===== src/rv_consts.svh =====
// ============================================================
// Sizing constants of the RV32I execute engine
// ============================================================
`ifndef RV_CONSTS_SVH
`define RV_CONSTS_SVH

// Data path and PC width
`define RV_XLEN 32

// General register count
`define RV_REG_COUNT 32

// Register index width
`define RV_REG_ADDR_W 5

// Micro-op queue depth
`define RV_QUEUE_DEPTH 4

`endif


===== src/rv_pkg.sv =====
// ============================================================
// Types shared by decoder, queue and execute unit
// ============================================================
`default_nettype none
`include "rv_consts.svh"

package rv_pkg;

  typedef enum logic [6:0] {
    op_reg    = 7'b0110011,
    op_imm    = 7'b0010011,
    op_lui    = 7'b0110111,
    op_auipc  = 7'b0010111,
    op_jal    = 7'b1101111,
    op_jalr   = 7'b1100111,
    op_branch = 7'b1100011
  } opcode_e;

  // Codes are {funct7[5], funct3}
  typedef enum logic [3:0] {
    alu_add  = 4'b0000,
    alu_sub  = 4'b1000,
    alu_sll  = 4'b0001,
    alu_slt  = 4'b0010,
    alu_sltu = 4'b0011,
    alu_xor  = 4'b0100,
    alu_srl  = 4'b0101,
    alu_sra  = 4'b1101,
    alu_or   = 4'b0110,
    alu_and  = 4'b0111
  } alu_op_e;

  // Conditional kinds reuse the branch funct3 values
  typedef enum logic [2:0] {
    br_eq   = 3'b000,
    br_ne   = 3'b001,
    br_none = 3'b010,
    br_jump = 3'b011,
    br_lt   = 3'b100,
    br_ge   = 3'b101,
    br_ltu  = 3'b110,
    br_geu  = 3'b111
  } branch_kind_e;

  typedef struct packed {
    logic [31:0]         instr;
    logic [`RV_XLEN-1:0] pc;
  } instr_in_t;

  typedef struct packed {
    logic [`RV_XLEN-1:0]       pc;
    logic [`RV_XLEN-1:0]       imm;
    logic [`RV_REG_ADDR_W-1:0] rs1;
    logic [`RV_REG_ADDR_W-1:0] rs2;
    logic [`RV_REG_ADDR_W-1:0] rd;
    alu_op_e                   alu_op;
    logic                      use_pc;   // First operand is pc
    logic                      use_imm;  // Second operand is imm
    logic                      link;     // Write back pc+4
    logic                      wen;
    branch_kind_e              branch;
  } uop_t;

  typedef struct packed {
    logic [`RV_REG_ADDR_W-1:0] rd;
    logic                      wen;
    logic [`RV_XLEN-1:0]       value;
    logic                      redirect;
    logic [`RV_XLEN-1:0]       target;
  } result_t;

  typedef enum logic [1:0] {
    st_idle,
    st_wait_ack,
    st_wait_release
  } exec_state_e;

endpackage

`default_nettype wire


===== src/register_file.sv =====
// ============================================================
// General register file, two async reads and one write
// ============================================================
`timescale 1ns/1ns
`default_nettype none
`include "rv_consts.svh"

module register_file (
  input  wire                      clock,
  input  wire                      reset_n,
  input  wire [`RV_REG_ADDR_W-1:0] rd_addr_a,
  input  wire [`RV_REG_ADDR_W-1:0] rd_addr_b,
  input  wire                      wr_en,
  input  wire [`RV_REG_ADDR_W-1:0] wr_addr,
  input  wire [`RV_XLEN-1:0]       wr_data,
  output logic [`RV_XLEN-1:0]      rd_data_a,
  output logic [`RV_XLEN-1:0]      rd_data_b
);

  logic [`RV_XLEN-1:0] regs [`RV_REG_COUNT];

  assign rd_data_a = (rd_addr_a == '0) ? '0 : regs[rd_addr_a];
  assign rd_data_b = (rd_addr_b == '0) ? '0 : regs[rd_addr_b];

  always_ff @(posedge clock or negedge reset_n) begin
    if (!reset_n) begin
      for (int i = 0; i < `RV_REG_COUNT; i++)
        regs[i] <= '0;
    end else if (wr_en && (wr_addr != '0)) begin
      regs[wr_addr] <= wr_data;  // x0 never written
    end
  end

endmodule

`default_nettype wire


===== src/instr_decoder.sv =====
// ============================================================
// Instruction decoder that runs the input handshake and pushes
// decoded RV32I micro-ops into the queue
// ============================================================
`timescale 1ns/1ns
`default_nettype none
`include "rv_consts.svh"

module instr_decoder (
  input  wire                clock,
  input  wire                reset_n,
  input  wire                in_req,
  input  wire rv_pkg::instr_in_t in_data,
  input  wire                full,
  output logic               in_ack,
  output logic               push,
  output rv_pkg::uop_t       push_uop
);

  rv_pkg::opcode_e     opcode;
  logic [2:0]          f3;
  logic [6:0]          f7;
  logic [`RV_XLEN-1:0] imm_i;
  logic [`RV_XLEN-1:0] imm_b;
  logic [`RV_XLEN-1:0] imm_u;
  logic [`RV_XLEN-1:0] imm_j;
  logic                r_ok;
  logic                i_ok;
  rv_pkg::alu_op_e     r_alu;
  rv_pkg::alu_op_e     i_alu;

  assign opcode = rv_pkg::opcode_e'(in_data.instr[6:0]);
  assign f3     = in_data.instr[14:12];
  assign f7     = in_data.instr[31:25];

  assign imm_i = {{20{in_data.instr[31]}}, in_data.instr[31:20]};
  assign imm_b = {{19{in_data.instr[31]}}, in_data.instr[31], in_data.instr[7],
                  in_data.instr[30:25], in_data.instr[11:8], 1'b0};
  assign imm_u = {in_data.instr[31:12], 12'b0};
  assign imm_j = {{11{in_data.instr[31]}}, in_data.instr[31], in_data.instr[19:12],
                  in_data.instr[20], in_data.instr[30:21], 1'b0};

  // funct7 of 0x20 only legal on add/sub and srl/sra
  assign r_ok = (f7 == 7'h00) || ((f7 == 7'h20) && ((f3 == 3'b000) || (f3 == 3'b101)));
  assign i_ok = (f3 == 3'b001) ? (f7 == 7'h00) :
                (f3 == 3'b101) ? ((f7 == 7'h00) || (f7 == 7'h20)) : 1'b1;

  assign r_alu = rv_pkg::alu_op_e'({in_data.instr[30] && ((f3 == 3'b000) || (f3 == 3'b101)), f3});
  assign i_alu = rv_pkg::alu_op_e'({in_data.instr[30] && (f3 == 3'b101), f3});

  always_comb begin
    push_uop         = '0;
    push_uop.pc      = in_data.pc;
    push_uop.rd      = in_data.instr[11:7];
    push_uop.alu_op  = rv_pkg::alu_add;
    push_uop.branch  = rv_pkg::br_none;
    push_uop.use_imm = 1'b1;  // Unknown opcode adds 0 + 0
    case (opcode)
      rv_pkg::op_reg: begin
        push_uop.rs1     = in_data.instr[19:15];
        push_uop.rs2     = in_data.instr[24:20];
        push_uop.use_imm = 1'b0;
        push_uop.alu_op  = r_alu;
        push_uop.wen     = r_ok;
      end
      rv_pkg::op_imm: begin
        push_uop.rs1    = in_data.instr[19:15];
        push_uop.imm    = imm_i;
        push_uop.alu_op = i_alu;
        push_uop.wen    = i_ok;
      end
      rv_pkg::op_lui: begin
        push_uop.imm = imm_u;  // rs1 stays x0
        push_uop.wen = 1'b1;
      end
      rv_pkg::op_auipc: begin
        push_uop.imm    = imm_u;
        push_uop.use_pc = 1'b1;
        push_uop.wen    = 1'b1;
      end
      rv_pkg::op_jal: begin
        push_uop.imm    = imm_j;
        push_uop.use_pc = 1'b1;
        push_uop.link   = 1'b1;
        push_uop.branch = rv_pkg::br_jump;
        push_uop.wen    = 1'b1;
      end
      rv_pkg::op_jalr: begin
        push_uop.rs1    = in_data.instr[19:15];
        push_uop.imm    = imm_i;
        push_uop.link   = 1'b1;
        push_uop.branch = rv_pkg::br_jump;
        push_uop.wen    = 1'b1;
      end
      rv_pkg::op_branch: begin
        // ALU forms pc+imm while rs1/rs2 go to the compare
        push_uop.rs1    = in_data.instr[19:15];
        push_uop.rs2    = in_data.instr[24:20];
        push_uop.imm    = imm_b;
        push_uop.use_pc = 1'b1;
        if (f3[2:1] != 2'b01)
          push_uop.branch = rv_pkg::branch_kind_e'(f3);
      end
      default: ;
    endcase
  end

  assign push = in_req && !in_ack && !full;

  always_ff @(posedge clock or negedge reset_n) begin
    if (!reset_n) begin
      in_ack <= 1'b0;
    end else if (push) begin
      in_ack <= 1'b1;
    end else if (!in_req) begin
      in_ack <= 1'b0;  // Release phase
    end
  end

endmodule

`default_nettype wire


===== src/uop_queue.sv =====
// ============================================================
// Micro-op FIFO between decoder and execute unit
// ============================================================
`timescale 1ns/1ns
`default_nettype none
`include "rv_consts.svh"

module uop_queue #(
  parameter int DEPTH = `RV_QUEUE_DEPTH
) (
  input  wire                clock,
  input  wire                reset_n,
  input  wire                push,
  input  wire rv_pkg::uop_t  push_uop,
  input  wire                pop,
  output rv_pkg::uop_t       head_uop,
  output logic               full,
  output logic               empty
);

  localparam int ptr_w = (DEPTH > 1) ? $clog2(DEPTH) : 1;
  localparam int cnt_w = $clog2(DEPTH + 1);

  rv_pkg::uop_t     storage [DEPTH];
  logic [ptr_w-1:0] wr_ptr;
  logic [ptr_w-1:0] rd_ptr;
  logic [cnt_w-1:0] count;
  logic             do_push;
  logic             do_pop;

  assign do_push = push && !full;
  assign do_pop  = pop && !empty;

  assign head_uop = storage[rd_ptr];
  assign full     = (count == cnt_w'(DEPTH));
  assign empty    = (count == '0);

  always_ff @(posedge clock) begin
    if (do_push)
      storage[wr_ptr] <= push_uop;
  end

  always_ff @(posedge clock or negedge reset_n) begin
    if (!reset_n) begin
      wr_ptr <= '0;
      rd_ptr <= '0;
      count  <= '0;
    end else begin
      if (do_push)
        wr_ptr <= (wr_ptr == ptr_w'(DEPTH - 1)) ? '0 : wr_ptr + 1'b1;
      if (do_pop)
        rd_ptr <= (rd_ptr == ptr_w'(DEPTH - 1)) ? '0 : rd_ptr + 1'b1;
      if (do_push && !do_pop)
        count <= count + 1'b1;
      else if (do_pop && !do_push)
        count <= count - 1'b1;  // Both at once keeps count
    end
  end

endmodule

`default_nettype wire


===== src/exec_unit.sv =====
// ============================================================
// Execute unit: operand select, ALU, branch compare, write back
// and the result handshake
// ============================================================
`timescale 1ns/1ns
`default_nettype none
`include "rv_consts.svh"

module exec_unit (
  input  wire                clock,
  input  wire                reset_n,
  input  wire rv_pkg::uop_t  head_uop,
  input  wire                empty,
  input  wire                res_ack,
  output logic               pop,
  output logic               res_req,
  output rv_pkg::result_t    res_data
);

  localparam logic [`RV_XLEN-1:0] insn_bytes = 4;

  rv_pkg::exec_state_e state;
  rv_pkg::result_t     next_res;
  logic [`RV_XLEN-1:0] rs1_data;
  logic [`RV_XLEN-1:0] rs2_data;
  logic [`RV_XLEN-1:0] op_a;
  logic [`RV_XLEN-1:0] op_b;
  logic [`RV_XLEN-1:0] alu_out;
  logic                taken;
  logic                is_cond;
  logic                fire;

  function automatic logic [`RV_XLEN-1:0] alu_exec(input rv_pkg::alu_op_e op,
                                                   input logic [`RV_XLEN-1:0] a,
                                                   input logic [`RV_XLEN-1:0] b);
    case (op)
      rv_pkg::alu_add:  alu_exec = a + b;
      rv_pkg::alu_sub:  alu_exec = a - b;
      rv_pkg::alu_sll:  alu_exec = a << b[4:0];
      rv_pkg::alu_slt:  alu_exec = ($signed(a) < $signed(b)) ? 1 : 0;
      rv_pkg::alu_sltu: alu_exec = (a < b) ? 1 : 0;
      rv_pkg::alu_xor:  alu_exec = a ^ b;
      rv_pkg::alu_srl:  alu_exec = a >> b[4:0];
      rv_pkg::alu_sra:  alu_exec = $signed(a) >>> b[4:0];  // Sign fill
      rv_pkg::alu_or:   alu_exec = a | b;
      rv_pkg::alu_and:  alu_exec = a & b;
      default:          alu_exec = '0;
    endcase
  endfunction

  function automatic logic branch_exec(input rv_pkg::branch_kind_e kind,
                                       input logic [`RV_XLEN-1:0] a,
                                       input logic [`RV_XLEN-1:0] b);
    case (kind)
      rv_pkg::br_jump: branch_exec = 1'b1;
      rv_pkg::br_eq:   branch_exec = (a == b);
      rv_pkg::br_ne:   branch_exec = (a != b);
      rv_pkg::br_lt:   branch_exec = ($signed(a) < $signed(b));
      rv_pkg::br_ge:   branch_exec = ($signed(a) >= $signed(b));
      rv_pkg::br_ltu:  branch_exec = (a < b);
      rv_pkg::br_geu:  branch_exec = (a >= b);
      default:         branch_exec = 1'b0;
    endcase
  endfunction

  register_file register_file_inst (
    .clock     (clock),
    .reset_n   (reset_n),
    .rd_addr_a (head_uop.rs1),
    .rd_addr_b (head_uop.rs2),
    .wr_en     (fire && head_uop.wen),
    .wr_addr   (head_uop.rd),
    .wr_data   (next_res.value),
    .rd_data_a (rs1_data),
    .rd_data_b (rs2_data)
  );

  assign op_a    = head_uop.use_pc ? head_uop.pc : rs1_data;
  assign op_b    = head_uop.use_imm ? head_uop.imm : rs2_data;
  assign alu_out = alu_exec(head_uop.alu_op, op_a, op_b);
  assign taken   = branch_exec(head_uop.branch, rs1_data, rs2_data);
  assign is_cond = (head_uop.branch != rv_pkg::br_none) &&
                   (head_uop.branch != rv_pkg::br_jump);

  always_comb begin
    next_res.rd       = head_uop.rd;
    next_res.wen      = head_uop.wen;
    next_res.redirect = taken;
    // ALU holds pc+imm or rs1+imm here, bit 0 dropped for JALR
    next_res.target   = taken ? {alu_out[`RV_XLEN-1:1], 1'b0} : '0;
    if (is_cond)
      next_res.value = '0;
    else if (head_uop.link)
      next_res.value = head_uop.pc + insn_bytes;
    else
      next_res.value = alu_out;
  end

  assign fire = (state == rv_pkg::st_idle) && !empty;
  assign pop  = fire;

  always_ff @(posedge clock) begin
    if (fire)
      res_data <= next_res;
  end

  always_ff @(posedge clock or negedge reset_n) begin
    if (!reset_n) begin
      state   <= rv_pkg::st_idle;
      res_req <= 1'b0;
    end else begin
      case (state)
        rv_pkg::st_idle: begin
          if (fire) begin
            res_req <= 1'b1;
            state   <= rv_pkg::st_wait_ack;
          end
        end
        rv_pkg::st_wait_ack: begin
          if (res_ack) begin
            res_req <= 1'b0;
            state   <= rv_pkg::st_wait_release;
          end
        end
        rv_pkg::st_wait_release: begin
          if (!res_ack)
            state <= rv_pkg::st_idle;  // Sink released
        end
        default: state <= rv_pkg::st_idle;
      endcase
    end
  end

endmodule

`default_nettype wire


===== src/rv_exec_top.sv =====
// ============================================================
// RV32I execute engine top: decoder, queue and execute unit
// ============================================================
`timescale 1ns/1ns
`default_nettype none

module rv_exec_top (
  input  wire                    clock,
  input  wire                    reset_n,
  input  wire                    in_req,
  input  wire rv_pkg::instr_in_t in_data,
  input  wire                    res_ack,
  output logic                   in_ack,
  output logic                   res_req,
  output rv_pkg::result_t        res_data
);

  rv_pkg::uop_t push_uop;
  rv_pkg::uop_t head_uop;
  logic         push;
  logic         pop;
  logic         full;
  logic         empty;

  instr_decoder instr_decoder_inst (
    .clock    (clock),
    .reset_n  (reset_n),
    .in_req   (in_req),
    .in_data  (in_data),
    .full     (full),
    .in_ack   (in_ack),
    .push     (push),
    .push_uop (push_uop)
  );

  uop_queue uop_queue_inst (
    .clock    (clock),
    .reset_n  (reset_n),
    .push     (push),
    .push_uop (push_uop),
    .pop      (pop),
    .head_uop (head_uop),
    .full     (full),
    .empty    (empty)
  );

  exec_unit exec_unit_inst (
    .clock    (clock),
    .reset_n  (reset_n),
    .head_uop (head_uop),
    .empty    (empty),
    .res_ack  (res_ack),
    .pop      (pop),
    .res_req  (res_req),
    .res_data (res_data)
  );

endmodule

`default_nettype wire


===== config.mk =====
export PLATFORM = sky130hd
export DESIGN_NAME = rv_exec_top
export DESIGN_NICKNAME = d
export VERILOG_FILES = /design/src/rv_pkg.sv /design/src/register_file.sv /design/src/instr_decoder.sv /design/src/uop_queue.sv /design/src/exec_unit.sv /design/src/rv_exec_top.sv
export VERILOG_INCLUDE_DIRS = /design/src /design/src/src
export SDC_FILE = /design/constraint.sdc
export NUM_CORES = 2
export LEC_CHECK = 0
export BUFFER_PORTS_ARGS = -buffer_cell sky130_fd_sc_hd__buf_2
export CORE_MARGIN = 2
export CORE_UTILIZATION = 58
export CTS_BUF_LIST = sky130_fd_sc_hd__clkbuf_4 sky130_fd_sc_hd__clkbuf_8 sky130_fd_sc_hd__clkbuf_16
export DETAILED_ROUTE_END_ITERATION = 8
export PLACE_DENSITY_LB_ADDON = 0.25
export SYNTH_ARGS = -nofsm -noshare
export SYNTH_HDL_FRONTEND = slang
export SYNTH_SLANG_ARGS = --single-unit

===== constraint.sdc =====
create_clock -name clock -period 9.77 [get_ports clock]
set_clock_uncertainty 0.1 [all_clocks]
set_input_delay 2.4425 -clock clock [delete_from_list [all_inputs] [get_ports clock]]
set_output_delay 2.4425 -clock clock [all_outputs]
set_load 0.05 [all_outputs]

# --- Word-level counts from Yosys, hierarchy flattened ---
# Memories as Yosys holds them, arrays and structs flattened.
# Index checks and enable logic that the tools add are counted.
classes:
  bitwise_logic: 6
  mul: 0
  n_reduce_logical: 42
  shifts: 3
  div_mod_pow: 0
  eq_ne: 39
  addsub: 7
  n_mux: 46
  order_cmp: 10
op_table:
  columns: ["cell", "count"]
  rows:
  - ["$bwmux W1024", 1]
  - ["$mux W32", 11]
  - ["$bmux W32 S5", 2]
  - ["$pmux W32 S10", 1]
  - ["$demux W32 S5", 1]
  - ["$lt A32 B32 Y1", 4]
  - ["$pmux W32 S4", 1]
  - ["$ge A32 B32 Y1", 2]
  - ["$add A32 B3 Y32 const B", 1]
  - ["$add A32 B32 Y32", 1]
  - ["$and A32 B32 Y32", 1]
  - ["$eq A32 B32 Y1", 1]
  - ["$ne A32 B32 Y1", 1]
  - ["$or A32 B32 Y32", 1]
  - ["$shl A32 B5 Y32", 1]
  - ["$shr A32 B5 Y32", 1]
  - ["$sshr A32 B5 Y32", 1]
  - ["$sub A32 B32 Y32", 1]
  - ["$xor A32 B32 Y32", 1]
  - ["$eq A7 B6 Y1 const B", 3]
  - ["$eq A7 B7 Y1 const B", 3]
  - ["$eq A3 B3 Y1 const B", 6]
  - ["$ge A6 B6 Y1 const B", 3]
  - ["$not A5 Y6", 3]
  - ["other kinds (40)", 101]
word_totals:
  mem_count: 1
  ramBits: 360
  mem_bits_ro: 0
  latchBits: 0
  ff_bits: 1106
  inputBits: 68
  out_inout_bits: 73
  wordCells: 198
memory_table:
  columns: ["memory", "depth", "word_bits", "read_ports", "rd_ports_with_merged_regs", "write_ports", "line_no", "text"]
  rows:
  - ["uop_queue_inst.storage", 4, 90, 1, 0, 1, "uop_queue.sv:24", "rv_pkg::uop_t storage [DEPTH];"]

# --- Longest topological paths before layout ---
# An unclocked memory read counts as a cell.
depth:
  word_depth: 13
  mapped_depth: 31
  mapped_depth_nobuf: 22

# --- Cells and area by module ---
# From an unflattened synthesis, not the netlist that was laid out.
unflattened:
  cells_unflattened: 6175
  hier_area_um2: 83660.2
modules_own_cells:
  columns: ["mod", "area_per_inst_um2", "n_inst", "cells_per_inst", "seq_area_each_um2"]
  rows:
  - ["register_file", 54951.5, 1, 3613, 25624.6]
  - ["exec_unit", 14262.4, 1, 1915, 2177.1]
  - ["uop_queue", 13462.9, 1, 507, 10985.5]
  - ["instr_decoder", 983.4, 1, 140, 25.0]

# --- Worst setup path after synthesis ---
# No wires, ideal clock.
synth_path:
  kind: "register to register"
  start: "register uop_queue_inst.count[0]"
  end: "register exec_unit_inst.register_file_inst.regs[628] (netlist name)"
  setup_time_ns: 0.135
  stages_incl_launch_ff: 10
  t_arrival_ns: 7.615
  slack_ns: 1.919
  path_buffers: 2
  required_time_ns: 9.535
  period_less_slack_ns: 7.851
  cell_sequence: "dfrtp_1 -> nor3_1 -> nor3_1 -> nand2_1 -> nor4_1 -> nand2_1 -> clkbuf_1 -> clkbuf_1 -> nand2_1 -> o21ai_0"
synth_between:
  elab_chain_len: 5
synth_lines:
  columns: ["item", "line_no", "text"]
  rows:
  - ["start: declaration", "uop_queue.sv:27", "logic [cnt_w-1:0] count;"]
  - ["start signal: assignment", "uop_queue.sv:54", "count <= count + 1'b1;"]
  - ["start signal: assignment", "uop_queue.sv:56", "count <= count - 1'b1;"]
  - ["$logic_not A3 Y1", "uop_queue.sv:36", "assign empty = (count == '0);"]
  - ["$logic_not A1 Y1", "exec_unit.sv:99", "assign fire = (state == rv_pkg::st_idle) && !empty;"]
  - ["$logic_and A1 B1 Y1", "exec_unit.sv:99", null]
  - ["named net exec_unit_inst.pop", "exec_unit.sv:15", "output logic pop,"]
  - ["$logic_and A1 B1 Y1", "exec_unit.sv:71", ".wr_en (fire && head_uop.wen),"]
  - ["$logic_and A1 B1 Y1", "register_file.sv:29", "end else if (wr_en && (wr_addr != '0)) begin"]
  - ["end signal: indexed assignment", "register_file.sv:30", "regs[wr_addr] <= wr_data;"]
  - ["end: declaration", "register_file.sv:20", "logic [`RV_XLEN-1:0] regs [`RV_REG_COUNT];"]
# The timed path passes the listed nets, and every way through them passes these cells.
# A chain may end at the register's enable or synchronous reset.

==> qor.txt <==
status: finished, violations left
violated checks: max-capacitance violations
Final Cycle Share: 0.937
Setup TNS: 0 ps
Yosys top cell area share: 0.312
FP Rows: 138
GPL Wtd Cong: 1.07
via count: 69700
Die W: 382 µm
CP Data Arrival Time: 9590 ps
GRT Total Usage: 0.459
Post-CTS Setup Repair Bufs: 0
PnR worst setup slack: 616 ps
WS Path Type: register to register
Root Buffer: clkbuf_16
launch point of the worst path: uop_queue_inst.rd_ptr[1]
max_slew headroom: 0.0201
first-pass GRT wire length: 481000 µm
min Tclk post-route: 9150 ps
Placeable Area: 142000 µm²
Synth area leaders: dfrtp_1, edfxtp_1, mux4_2
largest net degree at the start of global routing: 177
CTS clk-pin slew, worst paths: 60 ps
CTS tree: built
Crit Reg-Reg Startpoint: uop_queue_inst.rd_ptr[1]
port bufs: 139
vias per inst: 7.24
initial antenna violation count: 18
number of synthesized register bits: 1465
post-DP HPWL: 233000 µm
ys flop type: dfrtp_1
DRC: 0
DR iter-0 viols: 10900
post-synth net total: 7888
Least-Margin Pin Slew: 1460 ps
Setup crit end: exec_unit_inst.res_data[46]
Starting Density: 0.585
Place WS: 1250 ps
share of cells above drive strength 1: 0.179
routed length per instance: 34.9 µm
Crit path largest cell delay: 980 ps
Die Area: 146000 µm²
# IOs: 141
Setup-failing EPs final: 0
Final Hold Viols: 0
Post-Syn Area: 82900 µm²
YS warnings: 0
Final Net Count: 7809
max capacitance violation total: 1
P&R area growth vs syn: 9.85%
CTS max path bufs: 3
fmax: 109 MHz
Post-synth EDFFs: 430
Synth Instances: 7681
post-synthesis sequential area ratio: 0.468
drt total wl: 337000 µm
Avg Inst Size Synth: 10.8 µm²
Max Transition Viols Final: 0
Worst setup EP type: register
setup repair after global routing missed its margin: no
CP required: 10210 ps
CP Launch Type: register
CP cell instances: mux4_4, buf_12, mux4_2, and2_1, a211oi_1, a21oi_1, a32oi_1, a21oi_1, ha_1, inv_1, a21oi_1, o21bai_1, o21ai_0, a21oi_1, o311a_1, o21ai_0, o211ai_1, a211oi_1, a21oi_1, o211ai_4, buf_12, inv_1
H-tree levels: 4
slowest CP cell: mux4_4
DRT antenna net count: 0
drt pass-1 iters: 9
post-cts sizing count: 0
Reg2Reg Depth: 22
critical path peak fanout: 37
Crit Reg-Reg Endpoint: exec_unit_inst.res_data[46]
CTS sink count: 1465
Hold WC Path Type: register to register
Post-synth ARST share: 0.706
Netlist cell types: 106
CP most frequent cell: a21oi_1
cell taking the most area after synthesis: dfrtp_1
Hold Buf Count CTS: 0
die height: 382 µm
worst skew pair latency: 830 ps
vias in the first global route: 66700
TritonCTS Buffers: 152
Congestion Overflow GR: 0
R2R Setup Slk: 620 ps
## worst min-delay path by stage
stage                                                      start                                      endpoint  slack (ps)  cells past startpoint
global placement    exec_unit_inst.register_file_inst.regs[1007]  exec_unit_inst.register_file_inst.regs[1007]         260                      0
finish              exec_unit_inst.register_file_inst.regs[1012]  exec_unit_inst.register_file_inst.regs[1012]         270                      0
CTS                 exec_unit_inst.register_file_inst.regs[1007]  exec_unit_inst.register_file_inst.regs[1007]         280                      0
detailed placement  exec_unit_inst.register_file_inst.regs[1012]  exec_unit_inst.register_file_inst.regs[1012]         260                      0
floorplan           exec_unit_inst.register_file_inst.regs[1007]  exec_unit_inst.register_file_inst.regs[1007]         320                      1
global route        exec_unit_inst.register_file_inst.regs[1007]  exec_unit_inst.register_file_inst.regs[1007]         290                      0
## worst max-delay path, delay by kind of cell, from the launching register on
family / cells / cell delay (ps)
buf+inv: 4 / 800
simple gates: 1 / 180
mux: 2 / 1540
fa+ha+maj: 1 / 450
compound gates: 14 / 4850
flops: 1 / 760
## synthesized netlist by cell type (12+ instances only)
master and number:
nand2_1 1083, dfrtp_1 1035, o21ai_0 783, mux2i_1 553, edfxtp_1 430, clkbuf_1 403
mux4_2 386, nor2_1 366, a21oi_1 354, a22oi_1 169, nand3_1 152, inv_1 137
ha_1 136, a32o_1 124, mux2_2 124, buf_2 121, a211oi_1 97, nor3_1 95
o22ai_1 73, and2_1 69, a21o_1 65, buf_6 65, o21ai_1 65, nor2b_1 50
o211ai_1 46, and3_1 44, a32oi_1 43, o21a_1 42, nand2b_1 40, a31oi_1 39
buf_1 37, buf_4 35, nand4_1 35, xnor2_1 30, or3_1 26, a221oi_1 19
nor4_1 18, o2111ai_1 16, a21boi_0 15, or2_2 14, o21bai_1 13, o32ai_1 13
clkbuf_2 12, o31ai_1 12
## cells in the final DEF, fill, tap and decap left out, types with 122 or more instances in the layout
cell type,n
buf_4,274
nand3_1,152
dfrtp_1,1033
a21oi_1,353
a22oi_1,169
clkbuf_16,154
ha_1,136
buf_2,138
a32o_1,124
mux2_2,122
mux4_2,380
edfxtp_1,430
mux2i_1,552
nand2_1,1052
inv_1,137
nor2_1,363
o21ai_0,781
## routing by layer
layer | up-vias | wire [µm] | track usage
met5 | - | 149 | 0
met4 | 20 | 25300 | 0.278
met3 | 1245 | 47300 | 0.155
met2 | 5290 | 139000 | 0.638
met1 | 34700 | 124000 | 0.623
li1 | 28500 | - | -
## cell type report
class,instances,area [µm²]
repair buffers,443,3360
inverters,147,554
multi-input cells,5393,40600
well taps,1890,2360
diodes,11,27.5
clock inverters,63,841
clock buffers,218,4520
fillers,11000,50700
flip-flops and latches,1465,38800
## sequential cells by signal, indices dropped and copies added (netlist names)
signal and count:
exec_unit_inst.register_file_inst.regs 1024, exec_unit_inst.res_data 70, exec_unit_inst.res_req 1, exec_unit_inst.state 2, instr_decoder_inst.in_ack 1, uop_queue_inst.count 3
uop_queue_inst.rd_ptr 2, uop_queue_inst.storage 360, uop_queue_inst.wr_ptr 2
## cell families (layout without fill, tap and decap cells)
family / count (synthesis) / in the layout / share of synthesized area
other cells: 1 / 12 / 0.0000452
fa+ha+maj: 139 / 139 / 0.0213
flops: 1465 / 1465 / 0.468
compound gates: 2120 / 2120 / 0.163
simple gates: 2026 / 2026 / 0.106
xor+xnor: 38 / 38 / 0.00402
buf+inv: 823 / 871 / 0.0472
mux: 1069 / 1069 / 0.190
## stage by stage
step | cell area (µm²) | std cells | utilization | hold slack (ps)
2_1_floorplan | 82900 | 7681 | - | 325
3_3_place_gp | 85700 | 9338 | 0.604 | 261
3_5_place_dp | 85700 | 9338 | 0.604 | 263
4_1_cts | 91000 | 9619 | 0.642 | 277
5_1_grt | 91000 | 9622 | 0.642 | 286
6_report | 91100 | 9630 | 0.642 | 274
Power is left out: the tool's default activity adds up to more than one toggle a clock period on the data nets, which glitch-free logic cannot reach.
